===== config.mk =====
export PLATFORM = sky130hd
export DESIGN_NAME = mem_wb
export DESIGN_NICKNAME = d
export VERILOG_FILES = /design/src/rtl/cpu_types_pkg.sv /design/src/rtl/mem_wb.sv
export SDC_FILE = /design/constraint.sdc
export NUM_CORES = 1
export LEC_CHECK = 0
export BUFFER_PORTS_ARGS = -buffer_cell sky130_fd_sc_hd__buf_4
export CAP_MARGIN = 25
export CELL_PAD_IN_SITES_DETAIL_PLACEMENT = 0
export CELL_PAD_IN_SITES_GLOBAL_PLACEMENT = 1
export CORE_ASPECT_RATIO = 1.2
export CORE_MARGIN = 2
export CORE_UTILIZATION = 39
export DETAILED_ROUTE_END_ITERATION = 7
export GPL_ROUTABILITY_DRIVEN = 0
export PLACE_DENSITY_LB_ADDON = 0.08
export SYNTH_ARGS = -nofsm -noshare
export SYNTH_HDL_FRONTEND = slang
export SYNTH_SLANG_ARGS = --single-unit
export TNS_END_PERCENT = 50

===== constraint.sdc =====
create_clock -name CLK -period 2.95 [get_ports CLK]
set_clock_uncertainty 0.05 [all_clocks]
set_input_delay 0.59 -clock CLK [delete_from_list [all_inputs] [get_ports CLK]]
set_output_delay 0.59 -clock CLK [all_outputs]
set_load 0.1 [all_outputs]

===== src/rtl/cpu_types_pkg.sv =====
// word and field types, alu operation codes, pipeline stage bundle structs.
package cpu_types_pkg;

    typedef logic [31:0] word_t;
    typedef logic [4:0]  regbits_t;
    typedef logic [4:0]  shamt_t;
    typedef logic [3:0]  aluop_t;
    typedef logic [25:0] jaddr_t;

    localparam aluop_t ALU_SLL  = 4'd0;
    localparam aluop_t ALU_SRL  = 4'd1;
    localparam aluop_t ALU_ADD  = 4'd2;
    localparam aluop_t ALU_SUB  = 4'd3;
    localparam aluop_t ALU_AND  = 4'd4;
    localparam aluop_t ALU_OR   = 4'd5;
    localparam aluop_t ALU_XOR  = 4'd6;
    localparam aluop_t ALU_NOR  = 4'd7;
    localparam aluop_t ALU_SLT  = 4'd8;
    localparam aluop_t ALU_SLTU = 4'd9;

    // decoded instruction as handed over by the id/ex latch.
    typedef struct packed {
        logic     valid;
        aluop_t   alu_op;
        logic     alu_src_imm;
        shamt_t   shift_amt;
        logic     lui;
        word_t    rdat1;
        word_t    rdat2;
        word_t    imm_ext;
        jaddr_t   j_addr;
        word_t    pcplusfour;
        regbits_t wsel;
        logic     reg_wr;
        logic     mem_to_reg;
        logic     dren;
        logic     dwen;
        logic     beq;
        logic     bne;
        logic     jump;
        logic     jr;
        logic     jal;
        logic     halt;
    } id_ex_t;

    typedef struct packed {
        logic     valid;
        word_t    alu_out;
        logic     zero;
        word_t    rdat1;
        word_t    rdat2;
        word_t    branch_addr;
        word_t    jump_addr;
        word_t    pcplusfour;
        regbits_t wsel;
        logic     reg_wr;
        logic     mem_to_reg;
        logic     dren;
        logic     dwen;
        logic     beq;
        logic     bne;
        logic     jump;
        logic     jr;
        logic     jal;
        logic     halt;
    } ex_mem_t;

    typedef struct packed {
        logic     valid;
        logic     reg_wr;
        logic     mem_to_reg;
        logic     jal;
        logic     halt;
        regbits_t wsel;
        word_t    alu_out;
        word_t    load_data;
        word_t    pcplusfour;
    } mem_wb_t;

    typedef struct packed {
        logic  taken;
        word_t target;
    } redirect_t;

endpackage


===== src/rtl/mem_wb.sv =====
// mem/wb pipeline latch with writeback select and sticky halt.
`timescale 1ns/1ns

module mem_wb (
    input  logic                   CLK,
    input  logic                   nRST,
    input  cpu_types_pkg::mem_wb_t mem_next,
    output logic                   wb_en,
    output cpu_types_pkg::regbits_t wb_sel,
    output cpu_types_pkg::word_t   wb_data,
    output logic                   halt
);

    cpu_types_pkg::mem_wb_t wb_q;

    always_ff @(posedge CLK or negedge nRST) begin
        if (!nRST) begin
            wb_q <= '0;
        end else begin
            wb_q      <= mem_next;
            // halt latches on the first valid halt and holds.
            wb_q.halt <= wb_q.halt | (mem_next.valid & mem_next.halt);
        end
    end

    assign wb_en  = wb_q.valid & wb_q.reg_wr;
    assign wb_sel = wb_q.wsel; // decode already steers jal to r31.
    assign halt   = wb_q.halt;

    always_comb begin
        if (wb_q.jal) begin
            wb_data = wb_q.pcplusfour; // link address.
        end else if (wb_q.mem_to_reg) begin
            wb_data = wb_q.load_data;
        end else begin
            wb_data = wb_q.alu_out;
        end
    end

endmodule

==> results of run 1 <==
-- where the power goes --
group          leakage (nW)  total (mW)  internal, mW  switching, mW
logic                  1.05       0.607         0.184          0.423
registers              1.23        1.55          1.52         0.0263
clock network        0.0941       0.865         0.408          0.457
-- critical path, delay by kind of cell (launching register included) --
kind                   cells  cell delay, ns
AO/OA/AOI/OAI              1            0.08
flip-flops                 1            0.80
AND/OR/NAND/NOR            1            0.06
buffers and inverters      2            0.56
-- metal layers --
layer | vias to the layer above | GRT usage | wire [µm]
met3 | 3 | 0.0621 | 605
met4 | 0 | 0.0480 | 29
met5 | - | 0 | 0
li1 | 1006 | - | -
met1 | 1007 | 0.190 | 2720
met2 | 87 | 0.228 | 3380
-- cell families (layout without fill, tap and decap cells) --
| group | after synthesis | in the layout |
|---|---|---|
| muxes | 32 | 32 |
| DFF | 106 | 106 |
| and+or+nand+nor | 33 | 33 |
| buffers and inverters | 16 | 166 |
| AOI/OAI and AO/OA | 33 | 33 |
-- final timing paths --
| kind | start | endpoint | depth (start not counted) |
|---|---|---|---|
| setup / recovery | wb_q[102] | wb_data[16] | 4 |
| hold / removal | nRST | wb_q[24] | 1 |
| setup reg to reg | halt | halt | 1 |
| hold reg to reg | halt | halt | 1 |
| max in group asynchronous | nRST | wb_q[52] | 2 |
| min in group CLK | mem_next[90] | wb_q[90] | 1 |
-- Yosys cell counts, drive strengths merged --
| cell type | count |
|---|---|
| a21o | 1 |
| and2 | 1 |
| buf | 16 |
| dfrtp | 106 |
| mux2i | 32 |
| nand2 | 32 |
| o21ai | 32 |
-- state kept, by name, summed over array words and instances (netlist names) --
name	flops
wb_q	100
wb_sel	5
halt	1
-- per-stage QoR --
| step | TNS (ns) | instances |
|---|---|---|
| 3_5_place_dp | 0 | 472 |
| 6_report | 0 | 487 |
| 5_1_grt | 0 | 487 |
| 4_1_cts | 0 | 487 |
| 2_1_floorplan | -0.398 | 220 |
| 3_3_place_gp | 0 | 472 |
-- final cells by class --
type                    instances  area [µm²]
clock inverters                 5        55.1
clock buffers                  10         138
well taps                     117         146
flip-flops and latches        106        2660
multi-input cells              98         622
repair buffers                151        1160
fillers                       734        3790
==> metrics.yaml, run 1 <==
synthesis:
  yosysTopAreaCell: "dfrtp_1"
  synth_nets: 328
  synth_top_family_by_area: "multiplexers"
  synth_xor_area_frac: 0
  synth_area_leaders: "dfrtp_1 78%, mux2i_1 9.4%, o21ai_1 4.1%"
  synthAdderAreaFrac: 0
  synth_top_area_frac: 0.776
  netlist_instances: 220
  synth_compound_area_frac: 0.0512
  synth.avg_cell_area_um2: 15.5
  muxShareOfSynthArea: 0.0937
  synth_warnings: 0
  ys_ff_latch: 106
  synth-simple-area-share: 0.0370
  synth_cell_type_count: 12
  ys_seq_area_frac: 0.776
  synth_area_um2: 3420
setup_path:
  crit_fanout: 38
  endpoint_kind: "primary output"
  crit_chain: "buf_12 > nand2_1 > o21ai_1 > buf_4"
  slowest_stage: "dfrtp_2"
  r2r_slack_ns: 2.26
  startpoint_type: "register"
  critPathKind: "register to primary output"
  crit_path_max_incr_delay_ns: 0.80
  critPathArrivalTime_ns: 1.87
  required_ns: 2.31
placed_design:
  hpwl_mm: 4.86
  io_buffer_count: 146
  placed_cell_area_um2: 4580
  preCtsSetupSlack_ns: 0.794
die:
  die_h_um: 107
  die_w_um: 89.5
  pin_count: 147
  die_area_um2: 9530
  initial_core_util: 0.399
  core_area_um2: 8560
  rows: 37
global_routing:
  grt-ovfl-total: 0
  grt.total_usage: 0.149
  grt_pass1_vias: 2124
  grt_max_degree: 52
  grt_pass1_wl_mm: 10.3
  antenna_found_initial: 0
sta:
  setup_viol: 0
  drv_slew: 0
  finalHoldViolations: 0
  slew_headroom: 0.562
  tightest_slew_ns: 0.657
  max_freq_ghz: 0.398
  fin_crit_sh: 0.851
  whs_ns: 0.190
  fin_crit_ns: 2.51
  finalWorstSetupSlack_ns: 0.438
  rsz0062_at_grt: "no"
detailed_routing:
  routed_wl_mm: 6.73
  drc_errors: 0
  dr.pass1.iters: 4
  num_vias: 2103
  viasPerCell: 4.32
  wl_per_cell_um: 13.8
  ant_nets: 0
  drt-initial-drc-count: 82
power:
  p_leak_nw: 2.37
  ir_drop_v: 0.000272
  total_power_mw: 3.02
  power_density_nw_per_um2: 633
cts:
  cts_tree: "built"
  hold_buffers: 0
  clockRootBuffer: "clkbuf_8"
  clkTransAtPathRegs_ns: 0.10
  ctsResizeCount: 0
  clock-sinks: 106
  cts_made_buffers: 9
  clockBufferDepth: 2
  htreeDepth: 3
  cts_setup_buffers: 0
  clock_latency_ns: 0.36
worst_hold_path:
  holdCritPathClass: "primary input to async pin"
finish:
  layout_common_cells: "149 x buf_4, 104 x dfrtp_1, 32 x mux2i_1, 32 x nand2_1, 29 x o21ai_1"
  utilization: 0.557
  nNetsFinal: 474
  final_common_cell: "buf_4"
  area_growth_pct: 39.7
  antenna_cells: 0
  final_area_um2: 4770
  drive_gt1_frac: 0.459
flow_run:
  max_cap_violations: 0
outcome:
  outcome: "complete, no violations"
No activity file was read; power rests on OpenSTA's default activity.
==> run 2: changes to the inputs <==
Settings changed: ABC_AREA from default to 1, CTS_CLUSTER_SIZE from default to 25.
==> metrics.yaml, run 2 <==
finish:
  largest_register_ffs: 100
  final_common_cell: "buf_4"
  drive_gt1_frac: 0.373
  layout_common_cells: "149 x buf_4, 109 x nand2_1, 106 x dfrtp_1"
  area_growth_pct: 38.5
  regMostFlops: "wb_q"
  antenna_cells: 0
  nNetsFinal: 604
  fillers: 879
cts:
  cts_setup_buffers: 0
  cts_tree: "built"
  clock_latency_ns: 0.33
  hold_buffers: 0
  htreeDepth: 3
  cts_made_buffers: 9
  clockBufferDepth: 2
  ctsResizeCount: 0
  clkTransAtPathRegs_ns: 0.07
  clock-sinks: 106
  clockRootBuffer: "clkbuf_16"
synthesis:
  ys_ff_latch: 106
  ys_seq_area_frac: 0.702
  netlist_instances: 354
  async_flop_share: 1.00
  yosys-top-cells-count: "109 x nand2_1, 106 x dfrtp_1, 65 x inv_1"
  synth_edf_count: 0
  synth.avg_cell_area_um2: 10.7
  synth_nets: 462
  synth_area_um2: 3780
  synth_top_area_frac: 0.702
  yosys_most_used_dff: "dfrtp_1"
  synth_warnings: 0
  synth_area_leaders: "dfrtp_1 70%, nand2_1 11%, inv_1 6.5%"
  yosysTopAreaCell: "dfrtp_1"
  yosysMostFrequentCell: "nand2_1"
  synth_cell_type_count: 12
global_routing:
  antenna_found_initial: 0
  grt_pass1_vias: 2650
  grt_pass1_wl_mm: 12.5
  grt.total_usage: 0.159
  grt-ovfl-total: 0
  grt_max_degree: 61
placed_design:
  io_buffer_count: 146
  hpwl_mm: 5.52
die:
  die_area_um2: 10500
  die_h_um: 112
  pin_count: 147
  rows: 39
  core_area_um2: 9470
  initial_core_util: 0.399
  die_w_um: 93.9
power:
  total_power_mw: 3.47
  ir_drop_v: 0.000307
  p_leak_nw: 2.90
  power_density_nw_per_um2: 663
detailed_routing:
  routed_wl_mm: 7.84
  wl_per_cell_um: 12.6
  dr.pass1.iters: 4
  viasPerCell: 4.13
  drt-initial-drc-count: 49
  drc_errors: 0
  num_vias: 2579
  ant_nets: 0
sta:
  slew_headroom: 0.571
  fin_crit_ns: 2.59
  drv_slew: 0
  tightest_slew_ns: 0.644
  rsz0062_at_grt: "no"
  tns_ns: 0
  setup_viol: 0
  fin_crit_sh: 0.879
  max_freq_ghz: 0.386
  finalHoldViolations: 0
flow_run:
  max_cap_violations: 0
setup_path:
  startpoint_type: "register"
  critPathArrivalTime_ns: 1.95
  crit_fanout: 18
  required_ns: 2.31
  endpoint_kind: "primary output"
  critPathKind: "register to primary output"
outcome:
  outcome: "complete, no violations"
worst_hold_path:
  holdCritPathClass: "primary input to async pin"
==> run 2: changes by cell type after synthesis, moves of 3 or more <==
cell / before / now
nand2_1: 32 / 109
inv_1: 0 / 65
mux2i_1: 32 / 0
nand3_1: 0 / 32
o21ai_1: 28 / 0
nand2_2: 0 / 20
buf_2: 7 / 3
buf_4: 5 / 9
buf_6: 1 / 5
buf_12: 3 / 0
==> run 2: per-stage QoR <==
step	cell area (µm²)	utilization	worst slack, ns	cells	hold WS, ns
2_1_floorplan	3780	-	0.903	354	0.244
3_3_place_gp	4900	0.518	0.699	608	0.391
3_5_place_dp	4900	0.518	0.658	608	0.429
4_1_cts	5240	0.553	0.282	624	0.129
5_1_grt	5240	0.553	0.151	624	0.149
6_report	5240	0.553	0.358	624	0.128
==> run 2: cell families (layout without fill, tap and decap cells) <==
| logic type | count (synthesis) | count (layout) | share of synthesized area |
|---|---|---|---|
| DFF | 106 | 106 | 0.702 |
| buffers and inverters | 86 | 233 | 0.113 |
| AOI/OAI and AO/OA | 1 | 1 | 0.00199 |
| and+or+nand+nor | 161 | 161 | 0.184 |
==> run 2: where the power goes <==
group	leakage [nW]	switching, mW	internal, mW
Combinational	1.51	0.459	0.186
Clock	0.163	0.487	0.790
Sequential	1.23	0.0224	1.53
Total	2.90	0.968	2.50
==> run 2: worst paths after layout <==
check | from | to | slack, ns | depth (start not counted)
worst max-delay path | wb_q[103] | wb_data[26] | 0.36 | 5
worst min-delay path | nRST | wb_sel[3] | 0.13 | 1
worst max register to register | halt | halt | 2.24 | 1
worst min register to register | halt | halt | 0.45 | 1
max in group asynchronous | nRST | wb_q[62] | 2.07 | 2
min in group CLK | mem_next[19] | wb_q[19] | 0.30 | 1
==> run 2: final cells by class <==
cell class              instances  area [µm²]  area share
flip-flops and latches        106        2650       0.507
repair buffers                150        1140       0.217
multi-input cells             162         702       0.134
inverters                      67         258      0.0492
clock buffers                  12         256      0.0490
well taps                     123         154      0.0294
clock inverters                 4        73.8      0.0141
==> run 2: worst max-delay path, stage by stage (launching register included) <==
cell and delay (ns):
dfrtp_1 0.76, buf_4 0.37, nand2_1 0.09, nand3_1 0.09
nand2_1 0.07, buf_4 0.23
==> run 2: metal layers <==
metal,track usage,up-vias,part of all wire,wire [µm]
li1,-,1304,-,-
met1,0.187,1180,0.39,3030
met2,0.265,87,0.51,4010
met3,0.0555,8,0.088,687
met4,0.0609,0,0.014,108
met5,0,-,0,0
==> run 3: changes to the inputs <==
Settings changed: CORE_ASPECT_RATIO 1.2 to 0.75, CORE_UTILIZATION 39 to 36, SETUP_SLACK_MARGIN from default to 0.1.
Clock period 2.95 ns to 2.7 ns, I/O delays scaled along.
==> metrics.yaml, run 3 (synthesized netlist as in run 2, its figures left out) <==
outcome:
  outcome: "complete, no violations"
cts:
  cts_made_buffers: 9
  clock_latency_ns: 0.34
  cts_tree: "built"
  clockBufferDepth: 2
  hold_buffers: 0
  clkTransAtPathRegs_ns: 0.07
  clockRootBuffer: "clkbuf_16"
  htreeDepth: 3
  ctsResizeCount: 0
  clock-sinks: 106
  cts_setup_buffers: 0
sta:
  fin_crit_sh: 0.864
  whs_ns: 0.0892
  finalWorstSetupSlack_ns: 0.366
  setup_viol: 0
  drv_slew: 0
  fin_crit_ns: 2.33
  slew_headroom: 0.671
  rsz0062_at_grt: "no"
  tightest_slew_ns: 0.493
  max_freq_ghz: 0.429
  tns_ns: 0
  finalHoldViolations: 0
detailed_routing:
  routed_wl_mm: 8.43
  ant_nets: 0
  viasPerCell: 4.08
  drc_errors: 0
  num_vias: 2592
  wl_per_cell_um: 13.3
  dr.pass1.iters: 4
  drt-initial-drc-count: 117
finish:
  regMostFlops: "wb_q"
  drive_gt1_frac: 0.374
  layout_common_cells: "149 x buf_4, 109 x nand2_1, 105 x dfrtp_1"
  area_growth_pct: 38.6
  final_common_cell: "buf_4"
  antenna_cells: 0
  final_area_um2: 5240
  nNetsFinal: 604
  largest_register_ffs: 100
setup_path:
  path_buf_inv: 2
  worst-path-stages: 5
  r2r_end: "halt"
  crit_family: "flip-flops"
  crit_chain: "buf_4 > nand2_1 > nand3_1 > nand2_1 > buf_4"
  endpoint_kind: "primary output"
  endpoint: "wb_data[19]"
  r2r_cells: 1
  slowest_stage: "dfrtp_2"
  worstSetupStartpoint: "wb_q[103]"
  startpoint_type: "register"
  r2r_slack_ns: 2.02
  required_ns: 2.11
  critPathKind: "register to primary output"
  crit_fanout: 19
  critPathArrivalTime_ns: 1.74
  crit_path_max_incr_delay_ns: 0.57
  r2r_start: "halt"
global_routing:
  grt.total_usage: 0.162
  grt_max_degree: 52
  grt_pass1_wl_mm: 13.6
  antenna_found_initial: 0
  grt_pass1_vias: 2731
  grt-ovfl-total: 0
die:
  die_h_um: 92.8
  die_w_um: 122
  pin_count: 147
  die_area_um2: 11300
  core_area_um2: 10200
  rows: 32
  initial_core_util: 0.369
placed_design:
  placed_cell_area_um2: 4920
  preCtsSetupSlack_ns: 0.480
  hpwl_mm: 5.73
  io_buffer_count: 146
power:
  p_leak_nw: 2.89
  total_power_mw: 3.78
  power_density_nw_per_um2: 721
  ir_drop_v: 0.000343
worst_hold_path:
  holdCritPathClass: "primary input to async pin"
flow_run:
  max_cap_violations: 0
==> run 3: cell count changes in the layout (fill, tap and decap cells not counted), sizes merged <==
cell,previous run,this run
clkbuf,12,11
clkinv,3,2
clkinvlp,0,1
==> run 3: how the worst min path moves through the flow <==
stage / startpoint / end / slack, ns
finish: nRST / wb_sel[0] / 0.09
global route: nRST / wb_sel[0] / 0.12
CTS: nRST / wb_sel[0] / 0.11
detailed placement: halt / halt / 0.40
global placement: halt / halt / 0.39
floorplan: nRST / halt / 0.19
==> run 3: where the power goes <==
part           switching, mW  internal, mW  total (mW)
Combinational          0.506         0.203       0.708
Sequential            0.0241          1.67        1.69
Clock                  0.547         0.835        1.38
Total                   1.08          2.70        3.78
==> run 3: through the flow <==
step	util	cells
5_1_grt	0.511	636
3_3_place_gp	0.480	621
2_1_floorplan	-	354
6_report	0.511	636
4_1_cts	0.511	636
3_5_place_dp	0.480	621
==> run 3: cell type report <==
| class | count | area, µm² |
|---|---|---|
| repair buffers | 150 | 1140 |
| multi-input cells | 162 | 702 |
| clock inverters | 4 | 76.3 |
| fillers | 958 | 5010 |
| clock buffers | 11 | 243 |
| flip-flops and latches | 106 | 2650 |
| inverters | 67 | 258 |
| well taps | 136 | 170 |
==> run 3: routing by layer <==
| metal | global-route usage | part of all wire | routed length (µm) |
|---|---|---|---|
| met5 | 0 | 0 | 0 |
| met4 | 0.0374 | 0.0087 | 73 |
| met3 | 0.0764 | 0.097 | 814 |
| met2 | 0.253 | 0.46 | 3840 |
| met1 | 0.205 | 0.44 | 3700 |
